File: src/rom_defs.svh
//**************************************************************************
// ROM access subsystem: global sizing and timing constants
// slot count, SDRAM word address width, offset reset and ready delay
//**************************************************************************

`ifndef ROM_DEFS_SVH
`define ROM_DEFS_SVH

// number of client slots sharing the SDRAM read port
`define ROM_NUM_SLOTS 4

// SDRAM address counts 32-bit words
`define ROM_SDRAM_AW 22

// cycles from end of reset/download until ready
`define ROM_READY_DLY 5

// base offset loaded into every slot at reset
`define ROM_OFFSET_RST 22'h0

`endif

File: src/rom_types_pkg.sv
//**************************************************************************
// ROM access types: vector typedefs for SDRAM words and addresses,
// slot indices and per-slot masks
//**************************************************************************

`include "rom_defs.svh"

package rom_types_pkg;

    // word address on the SDRAM read port
    typedef logic [`ROM_SDRAM_AW-1:0] sdram_addr_t;

    // one SDRAM read word, byte 0 in bits 7:0
    typedef logic [31:0] sdram_word_t;

    // slot number, 0 is highest priority
    typedef logic [$clog2(`ROM_NUM_SLOTS)-1:0] slot_idx_t;

    // one bit per slot
    typedef logic [`ROM_NUM_SLOTS-1:0] slot_mask_t;

endpackage

File: src/rom_ctrl_pkg.sv
//**************************************************************************
// ROM access control: state encodings of the arbiter FSM and of the
// per-slot cache FSM
//**************************************************************************

package rom_ctrl_pkg;

    // arbiter: idle, or one read in flight
    typedef enum logic {
        ARB_IDLE = 1'b0,
        ARB_WAIT = 1'b1
    } arb_state_t;

    // slot cache
    typedef enum logic [1:0] {
        SLOT_IDLE = 2'd0,  // no valid access presented
        SLOT_REQ  = 2'd1,  // miss, waiting on the arbiter
        SLOT_HIT  = 2'd2   // data served from the cached word
    } slot_state_t;

endpackage

File: src/rom_slot_if.sv
`timescale 1ns/1ps
//**************************************************************************
// ROM slot link: request, word address and grant between a slot cache
// and the arbiter, plus the shared SDRAM read bus
//**************************************************************************

interface rom_slot_if (
    input rom_types_pkg::sdram_word_t data,      // shared read bus
    input logic                       data_rdy   // one-cycle pulse
);
    logic                       req;
    rom_types_pkg::sdram_addr_t word_addr;
    logic                       grant;

    modport slot (
        output req,
        output word_addr,
        input  grant,
        input  data,
        input  data_rdy
    );

    modport arb (
        input  req,
        input  word_addr,
        output grant
    );

endinterface

File: src/rom_slot_cache.sv
`timescale 1ns/1ps
//**************************************************************************
// ROM slot cache: holds the last 32-bit word fetched for one slot,
// translates the slot address and requests misses from the arbiter
//**************************************************************************

module rom_slot_cache #(
    parameter int  DW = 8,
    localparam int AW = (DW == 8) ? 15 : (DW == 16) ? 14 : 12
) (
    input  logic                       clk,
    input  logic                       rst,
    input  logic                       flush,
    input  logic                       cs,
    input  logic [AW-1:0]              addr,
    input  rom_types_pkg::sdram_addr_t offset,
    output logic [DW-1:0]              dout,
    output logic                       ok,
    rom_slot_if.slot                   bus
);
    // slot units per 32-bit word, as a shift
    localparam int SHIFT = (DW == 8) ? 2 : (DW == 16) ? 1 : 0;

    rom_ctrl_pkg::slot_state_t  state;
    rom_types_pkg::sdram_addr_t addr_w;      // translated word address
    rom_types_pkg::sdram_addr_t tag;
    rom_types_pkg::sdram_word_t cache_data;
    logic                       valid;
    logic                       hit;
    logic                       ok_q;
    logic [AW-1:0]              addr_last;
    logic [1:0]                 lane;        // byte or half-word within the word

    assign addr_w = rom_types_pkg::sdram_addr_t'(addr >> SHIFT) + offset;
    assign hit    = valid && (tag == addr_w);

    // little-endian lane select, always 0 for 32-bit slots
    assign lane = addr[1:0] & 2'((1 << SHIFT) - 1);
    assign dout = DW'(cache_data >> (DW * lane));

    // ok falls at once with cs or a new address
    assign ok = ok_q && cs && (addr == addr_last);

    always_ff @(posedge clk) begin
        addr_last <= addr;
        if (rst || flush) begin
            state   <= rom_ctrl_pkg::SLOT_IDLE;
            bus.req <= 1'b0;
            valid   <= 1'b0;
            ok_q    <= 1'b0;
        end else begin
            case (state)
                rom_ctrl_pkg::SLOT_IDLE,
                rom_ctrl_pkg::SLOT_HIT: begin
                    if (cs && hit) begin
                        state <= rom_ctrl_pkg::SLOT_HIT;
                        ok_q  <= 1'b1;
                    end else if (cs) begin
                        state         <= rom_ctrl_pkg::SLOT_REQ;  // miss
                        bus.req       <= 1'b1;
                        bus.word_addr <= addr_w;
                        ok_q          <= 1'b0;
                    end else begin
                        state <= rom_ctrl_pkg::SLOT_IDLE;
                        ok_q  <= 1'b0;
                    end
                end
                rom_ctrl_pkg::SLOT_REQ: begin
                    // only the granted slot takes the shared bus word
                    if (bus.grant && bus.data_rdy) begin
                        cache_data <= bus.data;
                        tag        <= bus.word_addr;
                        valid      <= 1'b1;
                        bus.req    <= 1'b0;
                        ok_q       <= cs && (addr_w == bus.word_addr);  // addr may have moved
                        state      <= rom_ctrl_pkg::SLOT_HIT;
                    end
                end
                default: state <= rom_ctrl_pkg::SLOT_IDLE;
            endcase
        end
    end

    // ok needs cs held over the previous cycle as well
    a_ok_needs_cs: assert property (
        @(posedge clk) disable iff (rst || flush)
        ok |-> (cs && $past(cs))
    );

endmodule

File: src/rom_offset_regs.sv
`timescale 1ns/1ps
//**************************************************************************
// ROM offset registers: per-slot SDRAM base offsets, loaded by a
// single-cycle write strobe from the configuration port
//**************************************************************************

`include "rom_defs.svh"

module rom_offset_regs (
    input  logic                       clk,
    input  logic                       rst,
    input  logic                       cfg_we,
    input  rom_types_pkg::slot_idx_t   cfg_slot,
    input  rom_types_pkg::sdram_addr_t cfg_offset,
    output rom_types_pkg::sdram_addr_t offset0,
    output rom_types_pkg::sdram_addr_t offset1,
    output rom_types_pkg::sdram_addr_t offset2,
    output rom_types_pkg::sdram_addr_t offset3
);
    rom_types_pkg::sdram_addr_t base [`ROM_NUM_SLOTS];

    always_ff @(posedge clk) begin
        if (rst) begin
            for (int i = 0; i < `ROM_NUM_SLOTS; i++) begin
                base[i] <= rom_types_pkg::sdram_addr_t'(`ROM_OFFSET_RST);
            end
        end else if (cfg_we) begin
            base[cfg_slot] <= cfg_offset;  // no back-pressure
        end
    end

    // caches pick the new base up on their next miss
    assign offset0 = base[0];
    assign offset1 = base[1];
    assign offset2 = base[2];
    assign offset3 = base[3];

endmodule

File: src/rom_arbiter.sv
`timescale 1ns/1ps
//**************************************************************************
// ROM arbiter: fixed-priority SDRAM read arbiter over the slot caches,
// with refresh enable during idle vblank and the power-up ready flag
//**************************************************************************

`include "rom_defs.svh"

module rom_arbiter (
    input  logic                       clk,
    input  logic                       rst,
    input  logic                       downloading,
    input  logic                       vblank,
    input  logic                       sdram_ack,
    input  logic                       data_rdy,
    output logic                       flush,
    output logic                       sdram_req,
    output rom_types_pkg::sdram_addr_t sdram_addr,
    output logic                       refresh_en,
    output logic                       ready,
    rom_slot_if.arb                    slot0,
    rom_slot_if.arb                    slot1,
    rom_slot_if.arb                    slot2,
    rom_slot_if.arb                    slot3
);
    rom_ctrl_pkg::arb_state_t   state;
    rom_types_pkg::slot_mask_t  req_v;
    rom_types_pkg::slot_mask_t  gnt;
    rom_types_pkg::slot_mask_t  active;   // requesting and not yet served
    rom_types_pkg::slot_idx_t   sel_idx;
    rom_types_pkg::sdram_addr_t slot_addr [`ROM_NUM_SLOTS];
    logic [`ROM_READY_DLY-1:0]  ready_sr;

    assign flush = rst || downloading;

    assign req_v = {slot3.req, slot2.req, slot1.req, slot0.req};
    assign slot_addr[0] = slot0.word_addr;
    assign slot_addr[1] = slot1.word_addr;
    assign slot_addr[2] = slot2.word_addr;
    assign slot_addr[3] = slot3.word_addr;

    assign slot0.grant = gnt[0];
    assign slot1.grant = gnt[1];
    assign slot2.grant = gnt[2];
    assign slot3.grant = gnt[3];

    assign active = req_v & ~gnt;
    assign ready  = ready_sr[`ROM_READY_DLY-1];

    // lowest index wins
    always_comb begin
        sel_idx = '0;
        for (int i = `ROM_NUM_SLOTS - 1; i >= 0; i--) begin
            if (active[i]) sel_idx = rom_types_pkg::slot_idx_t'(i);
        end
    end

    always_ff @(posedge clk) begin
        if (flush) begin
            state      <= rom_ctrl_pkg::ARB_IDLE;
            gnt        <= '0;
            sdram_req  <= 1'b0;
            refresh_en <= 1'b1;
            ready_sr   <= '0;
        end else begin
            ready_sr   <= {ready_sr[`ROM_READY_DLY-2:0], 1'b1};
            refresh_en <= 1'b0;
            if (sdram_ack) sdram_req <= 1'b0;
            // new selection when idle or as the current word lands
            if (state == rom_ctrl_pkg::ARB_IDLE || data_rdy) begin
                if (|active) begin
                    gnt        <= rom_types_pkg::slot_mask_t'(1) << sel_idx;
                    sdram_addr <= slot_addr[sel_idx];
                    sdram_req  <= 1'b1;
                    state      <= rom_ctrl_pkg::ARB_WAIT;
                end else begin
                    gnt        <= '0;
                    state      <= rom_ctrl_pkg::ARB_IDLE;
                    refresh_en <= vblank;  // bus free
                end
            end
        end
    end

    // at most one grant, held only by a slot that still requests
    a_gnt_onehot: assert property (
        @(posedge clk) disable iff (flush)
        $onehot0(gnt) && ((gnt & ~req_v) == '0)
    );

    // one SDRAM read in flight at a time
    a_no_req_in_wait: assert property (
        @(posedge clk) disable iff (flush)
        (state == rom_ctrl_pkg::ARB_WAIT && !data_rdy) |=> !$rose(sdram_req)
    );

endmodule

File: src/rom_access_top.sv
`timescale 1ns/1ps
//**************************************************************************
// ROM access top: four read-only slots with word caches sharing one
// SDRAM read port through a fixed-priority arbiter
//**************************************************************************

module rom_access_top (
    input  logic                       clk,
    input  logic                       rst,
    input  logic                       downloading,
    input  logic                       vblank,
    // configuration port
    input  logic                       cfg_we,
    input  rom_types_pkg::slot_idx_t   cfg_slot,
    input  rom_types_pkg::sdram_addr_t cfg_offset,
    // client slots
    input  logic [14:0]                slot0_addr,  // 8-bit
    input  logic [14:0]                slot1_addr,  // 8-bit
    input  logic [13:0]                slot2_addr,  // 16-bit
    input  logic [11:0]                slot3_addr,  // 32-bit
    input  logic                       slot0_cs,
    input  logic                       slot1_cs,
    input  logic                       slot2_cs,
    input  logic                       slot3_cs,
    output logic [7:0]                 slot0_dout,
    output logic [7:0]                 slot1_dout,
    output logic [15:0]                slot2_dout,
    output logic [31:0]                slot3_dout,
    output logic                       slot0_ok,
    output logic                       slot1_ok,
    output logic                       slot2_ok,
    output logic                       slot3_ok,
    output logic                       ready,
    // SDRAM read port
    input  logic                       sdram_ack,
    input  logic                       data_rdy,
    input  rom_types_pkg::sdram_word_t data_read,
    output logic                       sdram_req,
    output rom_types_pkg::sdram_addr_t sdram_addr,
    output logic                       refresh_en
);
    logic                       flush;
    rom_types_pkg::sdram_addr_t offset0;
    rom_types_pkg::sdram_addr_t offset1;
    rom_types_pkg::sdram_addr_t offset2;
    rom_types_pkg::sdram_addr_t offset3;

    // read bus fans out to every slot
    rom_slot_if u_slot0_if (.data(data_read), .data_rdy(data_rdy));
    rom_slot_if u_slot1_if (.data(data_read), .data_rdy(data_rdy));
    rom_slot_if u_slot2_if (.data(data_read), .data_rdy(data_rdy));
    rom_slot_if u_slot3_if (.data(data_read), .data_rdy(data_rdy));

    rom_slot_cache #(.DW(8)) u_slot0 (
        .clk(clk), .rst(rst), .flush(flush), .cs(slot0_cs), .addr(slot0_addr),
        .offset(offset0), .dout(slot0_dout), .ok(slot0_ok), .bus(u_slot0_if.slot)
    );

    rom_slot_cache #(.DW(8)) u_slot1 (
        .clk(clk), .rst(rst), .flush(flush), .cs(slot1_cs), .addr(slot1_addr),
        .offset(offset1), .dout(slot1_dout), .ok(slot1_ok), .bus(u_slot1_if.slot)
    );

    rom_slot_cache #(.DW(16)) u_slot2 (
        .clk(clk), .rst(rst), .flush(flush), .cs(slot2_cs), .addr(slot2_addr),
        .offset(offset2), .dout(slot2_dout), .ok(slot2_ok), .bus(u_slot2_if.slot)
    );

    rom_slot_cache #(.DW(32)) u_slot3 (
        .clk(clk), .rst(rst), .flush(flush), .cs(slot3_cs), .addr(slot3_addr),
        .offset(offset3), .dout(slot3_dout), .ok(slot3_ok), .bus(u_slot3_if.slot)
    );

    rom_offset_regs u_offset_regs (
        .clk(clk), .rst(rst), .cfg_we(cfg_we), .cfg_slot(cfg_slot),
        .cfg_offset(cfg_offset), .offset0(offset0), .offset1(offset1),
        .offset2(offset2), .offset3(offset3)
    );

    rom_arbiter u_arbiter (
        .clk(clk), .rst(rst), .downloading(downloading), .vblank(vblank),
        .sdram_ack(sdram_ack), .data_rdy(data_rdy), .flush(flush),
        .sdram_req(sdram_req), .sdram_addr(sdram_addr), .refresh_en(refresh_en),
        .ready(ready), .slot0(u_slot0_if.arb), .slot1(u_slot1_if.arb),
        .slot2(u_slot2_if.arb), .slot3(u_slot3_if.arb)
    );

endmodule

File: config.mk
export PLATFORM = sky130hd
export DESIGN_NAME = rom_access_top
export DESIGN_NICKNAME = d
export VERILOG_FILES = /design/src/rom_types_pkg.sv /design/src/rom_ctrl_pkg.sv /design/src/rom_slot_if.sv /design/src/rom_slot_cache.sv /design/src/rom_offset_regs.sv /design/src/rom_arbiter.sv /design/src/rom_access_top.sv
export VERILOG_INCLUDE_DIRS = /design/src
export SDC_FILE = /design/constraint.sdc
export NUM_CORES = 1
export LEC_CHECK = 0
export BUFFER_PORTS_ARGS = -buffer_cell sky130_fd_sc_hd__clkbuf_2
export CORE_MARGIN = 4
export CORE_UTILIZATION = 30
export CTS_CLUSTER_DIAMETER = 60
export DETAILED_ROUTE_END_ITERATION = 7
export GPL_ROUTABILITY_DRIVEN = 0
export GPL_TIMING_DRIVEN = 0
export HOLD_SLACK_MARGIN = 0.05
export PLACE_DENSITY = 0.44
export SETUP_SLACK_MARGIN = 0.02
export SLEW_MARGIN = 15
export SYNTH_ARGS = -nofsm -noshare
export SYNTH_HDL_FRONTEND = slang
export SYNTH_SLANG_ARGS = --single-unit
File: constraint.sdc
create_clock -name clk -period 5.6 [get_ports clk]
set_clock_uncertainty 0.2 [all_clocks]
set_input_delay 0.84 -clock clk [delete_from_list [all_inputs] [get_ports clk]]
set_output_delay 0.84 -clock clk [all_outputs]
set_load 0.05 [all_outputs]
Word-level counts from Yosys, hierarchy flattened
Memory sizes are Yosys's and may differ from the RTL's.
Index checks and enable logic that the tools add are counted.
Word-level totals
  output and inout port bits: 93
  memories: 1
  word-level logic and storage cells: 220
  bits in writable memories: 88
  flip-flop bits (word level): 414
  input port bits: 123
Operators by class
  eq/ne operators: 32
  reductions and logical operators: 62
  bitwise gates (word level): 10
  shift-type cells: 4
  $add $sub $neg: 4
  mux-type cells: 67
  $lt $le $gt $ge: 1
Memory list
  u_offset_regs.base: words 4, width 22, read ports 4, clocked after Yosys merged registers in 0, wr ports 4, RTL line rom_offset_regs.sv:20  | rom_types_pkg::sdram_addr_t base [`ROM_NUM_SLOTS];
Operator list (count)
  22-bit == test: 8
  13-bit by 22-bit adder with 22-bit output: 3
  22-bit two-way mux: 3
  32-bit by 5-bit >> shifter with 8-bit output: 2
  22-bit binary-select mux with 2-bit select: 1
  1-bit two-way mux: 37
  4-bit AND reduction: 8
  32-bit by 5-bit >> shifter with 16-bit output: 1
  15-bit == test: 2
  2-bit two-way mux: 13
  1-bit logical AND: 24
  12-bit by 22-bit adder with 22-bit output: 1
  22-bit OR reduction: 1
  2-bit != test, second input constant: 8
  1-bit case mux with 2 select lines: 8
  2-bit case mux with 2 select lines: 4
  2-bit AND reduction: 8
  3-bit AND reduction: 5
  14-bit == test: 1
  12-bit == test: 1
  2-bit by 1-bit == test with 1-bit output, second input constant: 4
  2-bit == test, second input constant: 4
  2-bit logical NOT: 4
  2-bit by 1-bit != test with 1-bit output, second input constant: 4
  other kinds (11): 25

Longest topological paths before layout
  depth after elaboration: 10
  gate-level depth with buffers: 12
  gate-level depth less buffers: 12

Modules after synthesis
Synthesis repeated with hierarchy kept, for this count alone.
Unflattened totals
  cell total of the unflattened synthesis: 2026
  area total of the unflattened synthesis: 25613.3 µm²
Modules (own cells, without submodules)
  rom_slot_cache (u_slot1): times used 1, cells each 441, area an instance 5385.2 µm², sequential area each 2682.6 µm²
  rom_slot_cache (u_slot0): times used 1, cells each 427, area an instance 5256.3 µm², sequential area each 2682.6 µm²
  rom_slot_cache (u_slot2): times used 1, cells each 406, area an instance 5127.4 µm², sequential area each 2662.6 µm²
  rom_slot_cache (u_slot3): times used 1, cells each 404, area an instance 4875.9 µm², sequential area each 2622.5 µm²
  rom_offset_regs: times used 1, cells each 202, area an instance 3384.5 µm², sequential area each 2642.5 µm²
  rom_arbiter: times used 1, cells each 146, area an instance 1584.0 µm², sequential area each 900.9 µm²

Worst setup path after synthesis
No wires, ideal clock.
  path kind: in2reg
  start point: input slot2_addr[1]
  end point: register u_slot2.bus.word_addr[0], enable pin
  cell stages on the path: 11
  data arrival time: 4.192 ns
  slack: 0.807 ns
  data required time: 4.999 ns
  buffers on the path: 0
  library setup time: 0.401 ns
  path through: ha_1 -> fa_1 -> a211oi_1 -> nor4bb_1 -> or3_1 -> a21oi_1 -> xnor2_1 -> nand4b_1 -> nor4b_1 -> a21o_1 -> nor2_1
Between the ends
  longest elaborated chain between the ends: 6
RTL lines
  from (decl): RTL line rom_access_top.sv:19  | input logic [13:0] slot2_addr,
  13-bit by 22-bit adder with 22-bit output: RTL line rom_slot_cache.sv:34  | assign addr_w = rom_types_pkg::sdram_addr_t'(addr >> SHIFT) + offset;
  22-bit == test: RTL line rom_slot_cache.sv:35  | assign hit = valid && (tag == addr_w);
  1-bit logical AND: RTL line rom_slot_cache.sv:35
  1-bit logical AND: RTL line rom_slot_cache.sv:55  | if (cs && hit) begin
  1-bit inverter (no line)
  4-bit AND reduction (no line)
  to (signal assigned): RTL line rom_slot_cache.sv:61  | bus.word_addr <= addr_w;
  to (decl): RTL line rom_slot_if.sv:17  | output word_addr,
Every way passes these cells.
A chain may end at the register's enable or synchronous reset.

Worst setup path in the final report
  start point: input slot2_addr[1]
  end point: register u_slot2.bus.word_addr[18], enable pin
Same word-level chain as after synthesis.

==> run_results.csv <==
group,metric,value,unit
worst_setup_path,path_cells,"clkbuf_2 > ha_1 > fa_1 > a211oi_1 > nor4bb_1 > nor4b_1 > nor2_1 > nand3_1 > nand4b_1 > nor4b_1 > a21o_1 > nor2_4",
die,die_h,301,µm
worst_setup_path,critPathArrivalTime,5020,ps
routing,num_vias,18900,
cts,cts.clk_slew.worst_paths,50,ps
placed_design,dpl_cell_area,28500,µm²
cts,clock_latency,610,ps
logic_synthesis,synth_cell_type_count,89,
timing,hold_viol_final,0,
final_layout,nets,2631,
cts,postCtsSetupRepairBufs,0,
die,placementRows,107,
final_layout,utilization,36.3,%
worst_setup_path,cpMaxStageDelayCell,"nor4b_1",
worst_setup_path,end_kind,"flop",
routing,ant_nets,0,
job,drv_cap,0,
worst_setup_path,crit_buf_inv,1,
worst_setup_path,critPathMaxFanout,22,
logic_synthesis,netlist_area,25700,µm²
timing,max_freq,202,MHz
worst_setup_path,cpPeakStageDelay,810,ps
worst_setup_path,crit_top_cell,"nor4b_1",
logic_synthesis,synth_ff_type,"edfxtp_1",
placed_design,dp_hpwl,65700,µm
cts,cts-resized-gates,0,
logic_synthesis,synth-seq-area-share,55.2,%
logic_synthesis,synth_common_cells,"edfxtp_1 (414), xnor2_1 (168), nor2_1 (117)",
global_route,grt_pass1_wl,123000,µm
logic_synthesis,synthCells,2158,
hold_path,hold_end,"u_slot1.addr_last[0]",
final_layout,layout-drive-gt1-share,17.4,%
hold_path,min_from,"slot1_addr[0]",
power_and_ir_drop,p_leak,10.9,nW
cts,htreeDepth,3,
global_route,grt_pass1_vias,18500,
logic_synthesis,ys_warn_count,0,
power_and_ir_drop,fin_total_pwr,10.4,mW
global_route,antenna_found_initial,15,
cts,clockBufferDepth,3,
logic_synthesis,synth-seq-cells,502,
hold_path,hp-class,"in2reg",
timing,rsz0062_at_grt,"no",
power_and_ir_drop,power.density,337,nW/µm²
die,io_pins,216,
outcome,status,"completed",
worst_setup_path,crit_family,"simple AND/OR/NAND/NOR gates",
power_and_ir_drop,vdd.ir_drop.worst,0.000204,V
routing,wl,85600,µm
logic_synthesis,synth_area_leaders,"edfxtp_1 (48%), dfxtp_1 (6.9%), xnor2_1 (5.7%)",
final_layout,finish.instance_area,30900,µm²
logic_synthesis,synth.most_common_cell,"edfxtp_1",
die,die_area,90400,µm²
routing,drtIter0Drc,1376,
logic_synthesis,synth_top_area_cell,"edfxtp_1",
global_route,overflow,0,
cts,cts_tree,"done",
worst_setup_path,crit_type,"in2reg",
timing,fin_hold_ws,158,ps
timing,slew_headroom,32.3,%
worst_setup_path,cp.required,5670,ps
placed_design,portBuffers,214,
logic_synthesis,synth_edf_count,414,
logic_synthesis,syn-num-nets,2336,
cts,cts_made_buffers,68,
worst_setup_path,regToRegStartpoint,"u_offset_regs.base[2][0]",
worst_setup_path,rr_worst_depth,11,
timing,slew_violations,0,
timing,setup_violations,0,
routing,routedWlPerCell,23.4,µm
cts,cts_sinks,502,
timing,post-route-period-util,88.4,%
worst_setup_path,r2r_slack,670,ps
logic_synthesis,yosysTopAreaCellShare,48.4,%
timing,period_minus_slack,4950,ps
die,die_width,301,µm
timing,fin_setup_tns,0,ps
worst_setup_path,r2r_end,"u_slot2.bus.word_addr[18]",
routing,route.detailed.drc,0,
logic_synthesis,synth_area_per_cell,11.9,µm²
die,start_util,30.2,%
global_route,grt_use_total,18.4,%
hold_path,min_path_cells,1,
final_layout,area_growth,20.1,%
worst_setup_path,start_kind,"primary input",
die,core_area,85000,µm²
timing,tightest_slew,1020,ps
cts,hold_buffers,0,
routing,firstDrtPassIters,5,
logic_synthesis,ys_async_sr_fraction,0,%
routing,vias_per_cell,5.15,
cts,clk_root_buffer_cell,"clkbuf_16",
global_route,grt_max_degree,26,
stage by stage:
stage,setup slack (ps),std cells
after floorplan,807,2158
after global placement,-1220,3516
after detailed placement,36.5,3527
after CTS,652,3653
after global routing,359,3659
final,650,3664
area by class of cell:
class                   count  area, µm²
clock inverters            39        432
clock buffers              87       1910
well taps                1144       1430
fillers                  8408      54200
plain buffers              95        393
repair buffers            225       1290
inverters                  54        203
multi-input cells        1507      11000
flip-flops and latches    502      14200
diodes                     11       27.5
logic make-up after synthesis:
| group | count (synthesis) | synth area share [%] |
|---|---|---|
| adder cells (fa/ha/maj) | 55 | 2.79 |
| multiplexers | 71 | 3.65 |
| AO/OA/AOI/OAI | 418 | 11.1 |
| buffers and inverters | 149 | 2.32 |
| flip-flops | 502 | 55.2 |
| XOR/XNOR | 287 | 10.4 |
| AND/OR/NAND/NOR | 676 | 14.4 |
how the worst max path moves through the flow:
stage / from / endpoint / slack, ps / cells past startpoint
4_1_cts: u_offset_regs.base[2][0] / u_slot2.bus.word_addr[16] / 650 / 11
3_5_place_dp: slot2_addr[1] / u_slot2.bus.word_addr[9] / 40 / 12
6_report: slot2_addr[1] / u_slot2.bus.word_addr[18] / 650 / 12
2_1_floorplan: slot2_addr[1] / u_slot2.bus.word_addr[0] / 810 / 11
3_3_place_gp: rst / u_slot2.cache_data[16] / -1220 / 5
5_1_grt: u_offset_regs.base[2][0] / u_slot2.bus.word_addr[18] / 360 / 11
sequential cells by signal, indices dropped and copies added, names as in the netlist, 32 cells and up:
signal,cells
u_offset_regs.base,88
u_slot0.cache_data,32
u_slot1.cache_data,32
u_slot2.cache_data,32
u_slot3.dout,32
cell usage in the layout (no fill, tap or decap), drive strengths merged, types with 10 or more instances in the layout:
cell | Yosys | routed
buf | 29 | 40
mux2 | 21 | 21
nand4 | 60 | 60
and3 | 15 | 15
or2 | 13 | 13
nor2 | 117 | 117
clkbuf | 66 | 367
a211oi | 23 | 23
ha | 51 | 51
xor2 | 107 | 107
nand2 | 99 | 99
dfxtp | 88 | 88
xnor2 | 168 | 168
o2111ai | 17 | 17
nor2b | 26 | 26
nor3b | 10 | 10
o21ai | 90 | 90
clkinv | 0 | 20
mux4 | 16 | 16
and4 | 17 | 17
nor3 | 50 | 50
mux2i | 34 | 34
a21oi | 90 | 90
o211ai | 21 | 21
o31ai | 12 | 12
and2 | 105 | 105
edfxtp | 414 | 414
nand3 | 61 | 61
nand3b | 13 | 13
nor4 | 24 | 24
a21o | 14 | 14
or3 | 16 | 16
inv | 54 | 60
diode | 0 | 11
o21a | 20 | 20
a2111oi | 14 | 14
a22oi | 32 | 32
nand2b | 18 | 18
where the power goes:
part / switching [mW] / total, mW / internal (mW) / leakage (nW)
clock network: 1.75 / 4.48 / 2.72 / 1.13
registers: 0.0944 / 4.29 / 4.20 / 4.54
logic: 1.06 / 1.64 / 0.583 / 5.19
total: 2.91 / 10.4 / 7.50 / 10.9
routing by layer:
layer | global-route usage [%] | routed length, µm | part of all wire [%]
met5 | 0 | 0 | 0
met4 | 5.05 | 2070 | 2.4
met3 | 3.34 | 6180 | 7.2
met2 | 28.9 | 38000 | 44
met1 | 26.2 | 39300 | 46
Power figures use the tool's default switching activity.
